--- src/design/recip_pkg.sv ---
package recip_pkg;

	// ==================================================
	// Widths and fixed-point formats
	// ==================================================
	localparam int WL         = 24;                    // Input width, 1.23
	localparam int WLO        = 24;                    // Output width, 1.23
	localparam int ADDR_BITS  = 8;                     // Table address, fraction bits below lead one
	localparam int LUT_BITS   = 12;                    // Seed width, 1.11
	localparam int DWL        = 26;                    // Correction term width, 1.25
	localparam int PROD_W     = LUT_BITS + DWL;        // Refine product, 2.36
	localparam int ROUND_BITS = PROD_W - WLO - 1;      // Low bits dropped by rounding

	// ==================================================
	// Stage registers
	// ==================================================
	typedef struct packed {
		logic                valid;                    // Item present
		logic [WL-1:0]       x;                        // Operand, 1.23
		logic [LUT_BITS-1:0] seed;                     // Table seed, 1.11
	} seed_stage_t;

	typedef struct packed {
		logic                valid;                    // Item present
		logic [LUT_BITS-1:0] seed;                     // Seed carried forward
		logic [DWL-1:0]      corr;                     // 2 - x*seed, 1.25
	} corr_stage_t;

	typedef struct packed {
		logic                valid;                    // Item present
		logic [PROD_W-1:0]   prod;                     // Refined reciprocal, 2.36
	} refine_stage_t;

	// ==================================================
	// Seed table rule
	// ==================================================
	// Entry i covers [1 + i/2^ADDR_BITS, 1 + (i+1)/2^ADDR_BITS).
	// The seed is the reciprocal of the interval midpoint:
	//   mid  = (2^(ADDR_BITS+1) + 2i + 1) / 2^(ADDR_BITS+1)
	//   seed = 2^(LUT_BITS-1) / mid, rounded to nearest
	function automatic logic [LUT_BITS-1:0] seed_of(input int i);
		longint num;                                   // Scaled numerator
		longint den;                                   // Midpoint in units of half an interval
		longint q;                                     // Rounded quotient
		longint q_max;                                 // All-ones 1.11
		num   = longint'(1) << (LUT_BITS + ADDR_BITS);
		den   = (longint'(1) << (ADDR_BITS + 1)) + 2 * longint'(i) + 1;
		q     = (num + den / 2) / den;                 // Round to nearest
		q_max = (longint'(1) << LUT_BITS) - 1;
		if (q > q_max) begin
			q = q_max;                                 // Clamp just below 2.0
		end
		return q[LUT_BITS-1:0];
	endfunction

endpackage
--- src/design/recip_nr_top.sv ---
`timescale 1ns/1ns

module recip_nr_top (
	input  logic                      CLK,        // System clock
	input  logic                      nRST,       // Sync reset, active low
	input  logic                      ce,         // Global advance, also back-pressure
	input  logic                      in_valid,   // din carries an item
	input  logic [recip_pkg::WL-1:0]  din,        // Significand, 1.23 in [1, 2)
	output logic [recip_pkg::WLO-1:0] dout,       // Reciprocal, 1.23
	output logic                      out_valid   // dout carries a result
);

	recip_pkg::seed_stage_t   s1;                 // Table -> correction
	recip_pkg::corr_stage_t   s2;                 // Correction -> refine
	recip_pkg::refine_stage_t s3;                 // Refine -> round

	// ==================================================
	// Four stages, one ce edge each
	// ==================================================
	recip_seed_lut i_seed_lut (
		.CLK      (CLK),
		.nRST     (nRST),
		.ce       (ce),
		.in_valid (in_valid),
		.din      (din),
		.seed_out (s1)
	);

	recip_nr_correct i_nr_correct (
		.CLK      (CLK),
		.nRST     (nRST),
		.ce       (ce),
		.seed_in  (s1),
		.corr_out (s2)
	);

	recip_nr_refine i_nr_refine (
		.CLK      (CLK),
		.nRST     (nRST),
		.ce       (ce),
		.corr_in  (s2),
		.prod_out (s3)
	);

	recip_round i_round (
		.CLK       (CLK),
		.nRST      (nRST),
		.ce        (ce),
		.prod_in   (s3),
		.dout      (dout),
		.out_valid (out_valid)
	);

endmodule

--- src/design/recip_round.sv ---
`timescale 1ns/1ns

module recip_round (
	input  logic                     CLK,        // System clock
	input  logic                     nRST,       // Sync reset, active low
	input  logic                     ce,         // Pipeline advance
	input  recip_pkg::refine_stage_t prod_in,    // From refine stage
	output logic [recip_pkg::WLO-1:0] dout,      // Reciprocal, 1.23
	output logic                     out_valid   // Result present
);

	localparam int HI = recip_pkg::WLO + recip_pkg::ROUND_BITS;  // First bit above 1.23 field

	// Half an output LSB
	localparam logic [recip_pkg::PROD_W:0] HALF_LSB = 1 << (recip_pkg::ROUND_BITS - 1);

	logic [recip_pkg::PROD_W:0]  sum;        // Product plus half LSB, carry kept
	logic                        sat;        // Rounded value at or above 2.0
	logic [recip_pkg::WLO-1:0]   rounded;    // Final 1.23 value

	// ==================================================
	// Round to nearest and saturate
	// ==================================================
	assign sum     = {1'b0, prod_in.prod} + HALF_LSB;
	assign sat     = |sum[recip_pkg::PROD_W:HI];              // Integer part 2 or more
	assign rounded = sat ? '1 : sum[HI-1:recip_pkg::ROUND_BITS];

	always_ff @(posedge CLK) begin
		if (!nRST) begin
			out_valid <= 1'b0;
			dout      <= '0;                      // Zero until first result
		end else if (ce) begin
			out_valid <= prod_in.valid;
			if (prod_in.valid) begin
				dout <= rounded;                  // Bubbles keep last result
			end
		end
	end

	// Stall must freeze the output side
	a_no_rise_stall: assert property (@(posedge CLK) disable iff (!nRST)
		!ce |=> !$rose(out_valid))
		else $error("out_valid rose during a stall");

endmodule

--- src/design/recip_nr_refine.sv ---
`timescale 1ns/1ns

module recip_nr_refine (
	input  logic                     CLK,       // System clock
	input  logic                     nRST,      // Sync reset, active low
	input  logic                     ce,        // Pipeline advance
	input  recip_pkg::corr_stage_t   corr_in,   // From correction stage
	output recip_pkg::refine_stage_t prod_out   // To rounding stage
);

	logic [recip_pkg::PROD_W-1:0] prod;         // seed * corr
	logic                         valid_q;      // Stage valid
	logic [recip_pkg::PROD_W-1:0] prod_q;       // Registered product

	// ==================================================
	// Second multiply, one Newton-Raphson step
	// ==================================================
	// y1 = y0 * (2 - x*y0), full width 2.36
	assign prod = corr_in.seed * corr_in.corr;  // 1.11 * 1.25

	always_ff @(posedge CLK) begin
		if (!nRST) begin
			valid_q <= 1'b0;
		end else if (ce) begin
			valid_q <= corr_in.valid;           // Follow the item
		end
	end

	always_ff @(posedge CLK) begin
		if (ce) begin
			prod_q <= prod;                     // No truncation here
		end
	end

	assign prod_out = '{valid: valid_q, prod: prod_q};

endmodule

--- src/design/recip_nr_correct.sv ---
`timescale 1ns/1ns

module recip_nr_correct (
	input  logic                   CLK,       // System clock
	input  logic                   nRST,      // Sync reset, active low
	input  logic                   ce,        // Pipeline advance
	input  recip_pkg::seed_stage_t seed_in,   // From table stage
	output recip_pkg::corr_stage_t corr_out   // To refine stage
);

	localparam int PW = recip_pkg::WL + recip_pkg::LUT_BITS;  // x*seed width, 2.34

	logic [PW-1:0]                  prod;                     // x * seed
	logic [recip_pkg::DWL-1:0]      prod_t;                   // Truncated to 1.25
	logic                           valid_q;                  // Stage valid
	logic [recip_pkg::LUT_BITS-1:0] seed_q;                   // Seed forwarded
	logic [recip_pkg::DWL-1:0]      corr_q;                   // Correction term

	// ==================================================
	// First multiply and correction term
	// ==================================================
	assign prod = seed_in.x * seed_in.seed;                   // 1.23 * 1.11

	// Drop the 2.0 bit, keep 1.25, truncate the tail
	assign prod_t = prod[PW-2 -: recip_pkg::DWL];

	always_ff @(posedge CLK) begin
		if (!nRST) begin
			valid_q <= 1'b0;
		end else if (ce) begin
			valid_q <= seed_in.valid;                         // Follow the item
		end
	end

	always_ff @(posedge CLK) begin
		if (ce) begin
			seed_q <= seed_in.seed;                           // Needed again in stage 3
			corr_q <= ~prod_t;                                // 2 - p - 1 LSB
		end
	end

	assign corr_out = '{valid: valid_q, seed: seed_q, corr: corr_q};

	// Seed from stage 1 keeps x*seed below 2.0, so the dropped bit is zero
	a_prod_lt2: assert property (@(posedge CLK) disable iff (!nRST)
		(ce && seed_in.valid) |-> !prod[PW-1])
		else $error("Seed times operand reached 2.0");

endmodule

--- src/design/recip_seed_lut.sv ---
`timescale 1ns/1ns

module recip_seed_lut (
	input  logic                          CLK,       // System clock
	input  logic                          nRST,      // Sync reset, active low
	input  logic                          ce,        // Pipeline advance
	input  logic                          in_valid,  // Input item present
	input  logic [recip_pkg::WL-1:0]      din,       // Significand, 1.23
	output recip_pkg::seed_stage_t        seed_out   // To correction stage
);

	localparam int DEPTH = 2 ** recip_pkg::ADDR_BITS;        // Table entries

	logic [recip_pkg::LUT_BITS-1:0]  seed_rom [DEPTH];       // Seed table
	logic [recip_pkg::ADDR_BITS-1:0] addr;                   // Table index
	logic                            valid_q;                // Stage valid
	logic [recip_pkg::WL-1:0]        x_q;                    // Captured operand
	logic [recip_pkg::LUT_BITS-1:0]  seed_q;                 // Captured seed

	// ==================================================
	// Table, built at elaboration
	// ==================================================
	for (genvar g = 0; g < DEPTH; g++) begin : g_rom
		assign seed_rom[g] = recip_pkg::seed_of(g);          // Constant entry
	end

	// Fraction bits just below the leading one
	assign addr = din[recip_pkg::WL-2 -: recip_pkg::ADDR_BITS];

	always_ff @(posedge CLK) begin
		if (!nRST) begin
			valid_q <= 1'b0;                                 // Empty pipe
		end else if (ce) begin
			valid_q <= in_valid;                             // Bubbles pass as invalid
		end
	end

	always_ff @(posedge CLK) begin
		if (ce) begin
			x_q    <= din;                                   // Operand for stage 2
			seed_q <= seed_rom[addr];                        // Lookup
		end
	end

	assign seed_out = '{valid: valid_q, x: x_q, seed: seed_q};

	// Accepted operand must be normalized, lands in x next edge
	a_lead_one: assert property (@(posedge CLK) disable iff (!nRST)
		(ce && in_valid) |=> seed_out.x[recip_pkg::WL-1])
		else $error("Accepted din without leading one");

endmodule

--- config.mk ---
export PLATFORM = sky130hd
export DESIGN_NAME = recip_nr_top
export DESIGN_NICKNAME = d
export VERILOG_FILES = /design/src/design/recip_pkg.sv /design/src/design/recip_nr_top.sv /design/src/design/recip_round.sv /design/src/design/recip_nr_refine.sv /design/src/design/recip_nr_correct.sv /design/src/design/recip_seed_lut.sv
export SDC_FILE = /design/constraint.sdc
export NUM_CORES = 1
export LEC_CHECK = 0
export ABC_AREA = 1
export BUFFER_PORTS_ARGS = -buffer_cell sky130_fd_sc_hd__buf_2
export CAP_MARGIN = 20
export CORE_ASPECT_RATIO = 1.4
export CORE_MARGIN = 2
export CORE_UTILIZATION = 28
export CTS_CLUSTER_DIAMETER = 40
export CTS_CLUSTER_SIZE = 30
export DETAILED_ROUTE_END_ITERATION = 8
export PLACE_DENSITY = 0.49
export SYNTH_ARGS = -nofsm -noshare
export SYNTH_HDL_FRONTEND = slang
export SYNTH_SLANG_ARGS = --single-unit
--- constraint.sdc ---
create_clock -name CLK -period 10.2 [get_ports CLK]
set_input_delay 0 -clock CLK [delete_from_list [all_inputs] [get_ports CLK]]
set_output_delay 0 -clock CLK [all_outputs]
set_load 0.05 [all_outputs]
==> flow_summary.toml, run 1 <==
[synthesis]
synthArstFlopShare_pct = 0
yosys.area.top_type_share_pct = 33.3
synth_edf_count = 96
yosysSeqAreaShare_pct = 13.9
ys_warn_count = 0
synth-seq-cells = 124
syn_nets = 3866
ys.flop_type = "edfxtp_1"
syn_inst = 3231
synth.distinct_cells = 52
synth_area_leaders = "fa_1 33%, nand2_1 13%, edfxtp_1 12%"
synth_common_cells = "890 x nand2_1, 750 x inv_1, 413 x fa_1, 194 x ha_1, 162 x nor2_1"
yosysMostFrequentCell = "nand2_1"
syn_avg_cell_area_sq_um = 7.68
netlist_area_sq_um = 24800
synth_area_leader_cell = "fa_1"

[final_layout]
diodes = 0
multi_input_area_sq_um = 18000
final_nets = 3845
seq_area_sq_um = 3440
area_delta_synth_final_pct = 8.87
drive_above_1_share_pct = 4.31
nFillCells = 9674

[placement]
dpl.hpwl_um = 55700
place_congestion = 0.895
portBuffers = 52

[die]
fp-row-count = 129
core_sq_um = 88100
die_w_um = 256
die_y_um = 356
initial_core_util_pct = 28.2
ioPinCount = 53
die_area_sq_um = 91100

[global_route]
grt_pass1_wl_um = 114000
antenna_found_initial = 0
grt_overflow = 0
grt_max_degree = 42
first_global_vias = 21700
grt_use_total_pct = 15.6

[drt]
detail-route-antenna-nets = 0
drt_iter0_drc = 1164
wl_per_cell_um = 15.7
num_vias = 20200
drc_errors = 0
vias_per_cell = 4.58
drt-total-wl_um = 69000
drt_first_pass_iters = 6

[clock_network]
cts_setup_buffers = 0
htreeDepth = 4
insertion_delay_ns = 0.48
clk_pin_slew_ns = 0.06
cts_made_buffers = 17
cts.sinks = 124
cts_tree = "done"
clockBufferDepth = 2
cts_root_buffer = "clkbuf_16"

[setup_path]
path_class = "flip-flop to flip-flop"
endpoint_kind = "flip-flop"
r2r-end = "i_nr_refine.prod_q[35]"
crit_arrival_ns = 5.92
ff2ff_path_depth = 18
cp.required_ns = 10.42
crit_end = "i_nr_refine.prod_q[35]"
crit_start = "i_nr_correct.seed_q[5]"
cp_max_fo = 26
start_kind = "flip-flop"
r2r_start = "i_nr_correct.seed_q[5]"
r2r_slack_ns = 4.50

[timing]
clock_skew_ns = 0.0178
fmax_mhz = 175
period_share_pct = 55.9
rsz0062_at_grt = "false"
setup-tns-final_ns = 0
setup_viol = 0
slew_viol_final = 0
finalCriticalPeriod_ns = 5.70
tightest_slew_ns = 1.14
hold_viol = 0
relSlewSlack_pct = 24.3

[min_path]
min_path_type = "input port to flip-flop"
min_path_cells = 1
hold_start = "ce"

[outcome]
status = "finished, final reports clean"

[job]
maxCapViolations = 0
[per-layer routing]
metal	track usage, %	part of all wire (%)	routed length (um)	vias to the layer above
met3	1.66	2.6	1790	126
met4	5.84	3.1	2130	0
met1	17.7	41	28200	9940
met2	29.9	53	36900	415
li1	-	-	-	9688
met5	0	0	0	-
[cells in the final DEF (no fill, tap or decap), types with 5 or more instances in the layout]
cell	n
clkinv_4	6
dlygate4sd3_1	23
o211ai_1	15
a21oi_1	111
nand4_1	10
nand3_1	87
clkbuf_16	17
clkinv_1	5
buf_2	51
nand2_1	890
a21o_1	13
a31oi_1	14
a211oi_1	5
edfxtp_1	96
o221ai_1	5
nand3b_1	16
ha_1	194
buf_4	19
fa_1	413
nor2_2	13
o21ai_0	130
a21boi_0	7
dfxtp_1	28
nor3_1	32
or2_2	6
xnor2_1	15
o21bai_1	8
and3_1	5
nor4_1	5
o21a_1	9
nor2_1	162
inv_1	750
xor2_1	20
[worst min-delay path by stage]
stage,endpoint
4_1_cts,i_nr_refine.prod_q[22]
2_1_floorplan,i_seed_lut.x_q[0]
3_5_place_dp,i_seed_lut.x_q[13]
5_1_grt,i_nr_refine.prod_q[36]
3_3_place_gp,i_seed_lut.x_q[3]
6_report,i_nr_refine.prod_q[36]
[sequential cells by signal (all words and copies together), names as in the netlist]
name,cells
i_nr_refine.valid_q,1
i_nr_refine.prod_q,26
i_round.dout,24
i_round.out_valid,1
i_seed_lut.x_q,24
i_nr_correct.corr_q,26
i_seed_lut.valid_q,1
i_nr_correct.seed_q,10
i_nr_correct.valid_q,1
i_seed_lut.seed_q,10
[cell families (layout without fill, tap and decap cells)]
kind of cell | Yosys count | after routing | share of synthesized area, %
AOI/OAI and AO/OA | 331 | 331 | 7.57
xor gates and xnor gates | 35 | 35 | 1.24
adders and majority gates | 607 | 607 | 43.1
buffers and inverters | 891 | 883 | 13.6
DFF | 124 | 124 | 13.9
and+or+nand+nor | 1243 | 1243 | 20.6
[repair_timing]
action / CTS / global route
hold buffers: 23 / 0
resized for setup: 0 / 0
endpoints found under the hold margin: 50 / 0
endpoints found under the setup margin: 0 / 0
[worst max-delay path: stages, from the launching register on]
cell and delay (ns):
edfxtp_1 1.09, nand2_1 0.16, fa_1 0.51, fa_1 0.54, inv_1 0.06, fa_1 0.48
fa_1 0.49, inv_1 0.05, fa_1 0.47, inv_1 0.04, ha_1 0.34, a21o_1 0.21
a21oi_1 0.17, a21boi_0 0.40, o21ai_0 0.13, nor2_1 0.14, nand2_1 0.07, nand2_1 0.06
nand2_1 0.05
[area by class of cell]
cell class	instances	share of cell area (%)
multi-input combinational	2216	66.6
sequential	124	12.7
inverter	754	10.5
tap	1179	5.46
timing repair buffer	97	2.69
clock buffer	18	1.59
clock inverter	14	0.458
[per-stage QoR]
| stage | instances | utilization [%] | hold WS [ns] | area, sq um | setup slack [ns] |
|---|---|---|---|---|---|
| 6_report | 4402 | 30.7 | 0.0697 | 27000 | 4.50 |
| 3_5_place_dp | 4345 | 29.7 | 0.178 | 26200 | 4.52 |
| 3_3_place_gp | 4343 | 29.7 | 0.177 | 26100 | 4.59 |
| 2_1_floorplan | 3231 | - | 0.0989 | 24800 | 5.20 |
| 5_1_grt | 4402 | 30.7 | 0.0444 | 27000 | 4.15 |
| 4_1_cts | 4400 | 30.6 | 0.0315 | 27000 | 4.51 |
Power of run 1 is left out: the tool's default activity adds up to more than one toggle a clock period on the data nets, which glitch-free logic cannot reach.
==> run 2, diff against run 1 <==
--- a/config.mk
+++ b/config.mk
@@ -14,7 +14,7 @@
 export CTS_CLUSTER_DIAMETER = 40
 export CTS_CLUSTER_SIZE = 30
 export DETAILED_ROUTE_END_ITERATION = 8
-export PLACE_DENSITY = 0.49
+export PLACE_DENSITY = 0.5
 export SYNTH_ARGS = -nofsm -noshare
 export SYNTH_HDL_FRONTEND = slang
 export SYNTH_SLANG_ARGS = --single-unit
==> constraint.sdc (replaced) <==
create_clock -name CLK -period 4.83 [get_ports CLK]
set_input_delay 0 -clock CLK [delete_from_list [all_inputs] [get_ports CLK]]
set_output_delay 0 -clock CLK [all_outputs]
set_load 0.05 [all_outputs]
==> flow_summary.toml, run 2 (synthesized netlist as in run 1, its figures left out) <==
[final_layout]
area_delta_synth_final_pct = 30.8
final_core_util_pct = 36.8
layout_commonest_cell = "nand2_1"
final_nets = 4230
reg_top3 = "i_nr_correct.corr_q (26), i_nr_refine.prod_q (26)"
diodes = 0
final_cell_mix = "773 x nand2_1, 686 x inv_1, 374 x fa_1, 336 x buf_4, 146 x ha_1"
drive_above_1_share_pct = 26.2

[die]
fp-row-count = 129
die_w_um = 256
die_area_sq_um = 91100
die_y_um = 356
ioPinCount = 53
initial_core_util_pct = 28.2
core_sq_um = 88100

[global_route]
grt_overflow = 0
grt_max_degree = 71
antenna_found_initial = 0
grt_use_total_pct = 16.0
grt_pass1_wl_um = 117000
first_global_vias = 23100

[clock_network]
cts_tree = "done"
clk_pin_slew_ns = 0.07
htreeDepth = 4
insertion_delay_ns = 0.48
clockBufferDepth = 2
cts_root_buffer = "clkbuf_16"
cts.sinks = 124
cts_made_buffers = 17

[timing]
fin_ws_ns = -0.165
relSlewSlack_pct = 28.1
period_share_pct = 103
finalCriticalPeriod_ns = 5.00
hold_viol = 0
rsz0062_at_grt = "true"
setup_viol = 22
fmax_mhz = 200
slew_viol_final = 0
tightest_slew_ns = 1.08
holdWs_ns = 0.0976
clock_skew_ns = 0.0140

[placement]
dpl.hpwl_um = 58300
portBuffers = 52
place_congestion = 0.911

[drt]
drt_iter0_drc = 1058
num_vias = 21500
detail-route-antenna-nets = 0
wl_per_cell_um = 15.1
drt_first_pass_iters = 5
drt-total-wl_um = 72200
drc_errors = 0
vias_per_cell = 4.50

[setup_path]
r2r_start = "i_nr_correct.seed_q[6]"
crit_start = "i_nr_correct.seed_q[6]"
cp_max_fo = 7
endpoint_kind = "flip-flop"
path_class = "flip-flop to flip-flop"
start_kind = "flip-flop"
crit_arrival_ns = 5.23
cp.required_ns = 5.06

[outcome]
status = "finished with violations"
violations = "negative setup slack"

[min_path]
min_path_type = "input port to flip-flop"
hold_start = "din[17]"

[job]
maxCapViolations = 0
[run 2: cell type report]
cell class                 count  area [sq um]
multi-input combinational   2216         20000
sequential                   124          3440
clock buffer                  18           429
clock inverter                14           191
inverter                     754          2830
tap                         1179          1480
fill                        9258         55700
timing repair buffer         482          4100
[run 2: routing by layer]
metal / GRT usage (%) / up-vias / share of wire [%]
met3: 1.83 / 154 / 2.4
met4: 6.48 / 0 / 3.8
met1: 17.0 / 10500 / 39
met2: 31.8 / 432 / 55
met5: 0 / - / 0
li1: - / 10500 / -
[run 2: through the flow]
stage	setup WS, ns	instance area [sq um]	std cells	TNS, ns
finish	-0.165	32500	4787	-1.36
global route	-0.347	32500	4787	-7.60
CTS	-0.127	31200	4751	-0.913
detailed placement	-0.443	28700	4645	-9.03
global placement	-0.439	28600	4644	-8.65
floorplan	-0.0109	24800	3231	-0.0109
[run 2: path summary, 6_finish.rpt]
kind	to	slack [ns]	cells past startpoint
min reg2reg	i_round.out_valid	0.47	2
max	i_nr_refine.prod_q[18]	-0.17	20
min	i_seed_lut.x_q[17]	0.1	1
max reg2reg	i_nr_refine.prod_q[18]	-0.17	20
[run 2: critical path, stage by stage, from the launching register on]
cell      delay, ns
edfxtp_1       0.41
buf_12         0.17
buf_8          0.13
nand2_4        0.05
inv_2          0.03
fa_1           0.49
inv_2          0.04
fa_1           0.51
inv_2          0.04
fa_2           0.57
fa_1           0.44
fa_1           0.59
ha_4           0.24
a21oi_2        0.14
buf_4          0.12
o21ai_2        0.06
a21oi_2        0.16
nand2_2        0.13
buf_4          0.16
buf_4          0.12
xor2_1         0.13
[run 2: what timing repair did]
action	in CTS	in global routing
hold buffers	24	0
endpoints found under the setup margin	49	50
pin swaps	96	120
gates cloned	3	0
endpoints found under the hold margin	75	0
setup buffers	49	38
resized for setup	311	280
Power of run 2 is left out for the same reason.
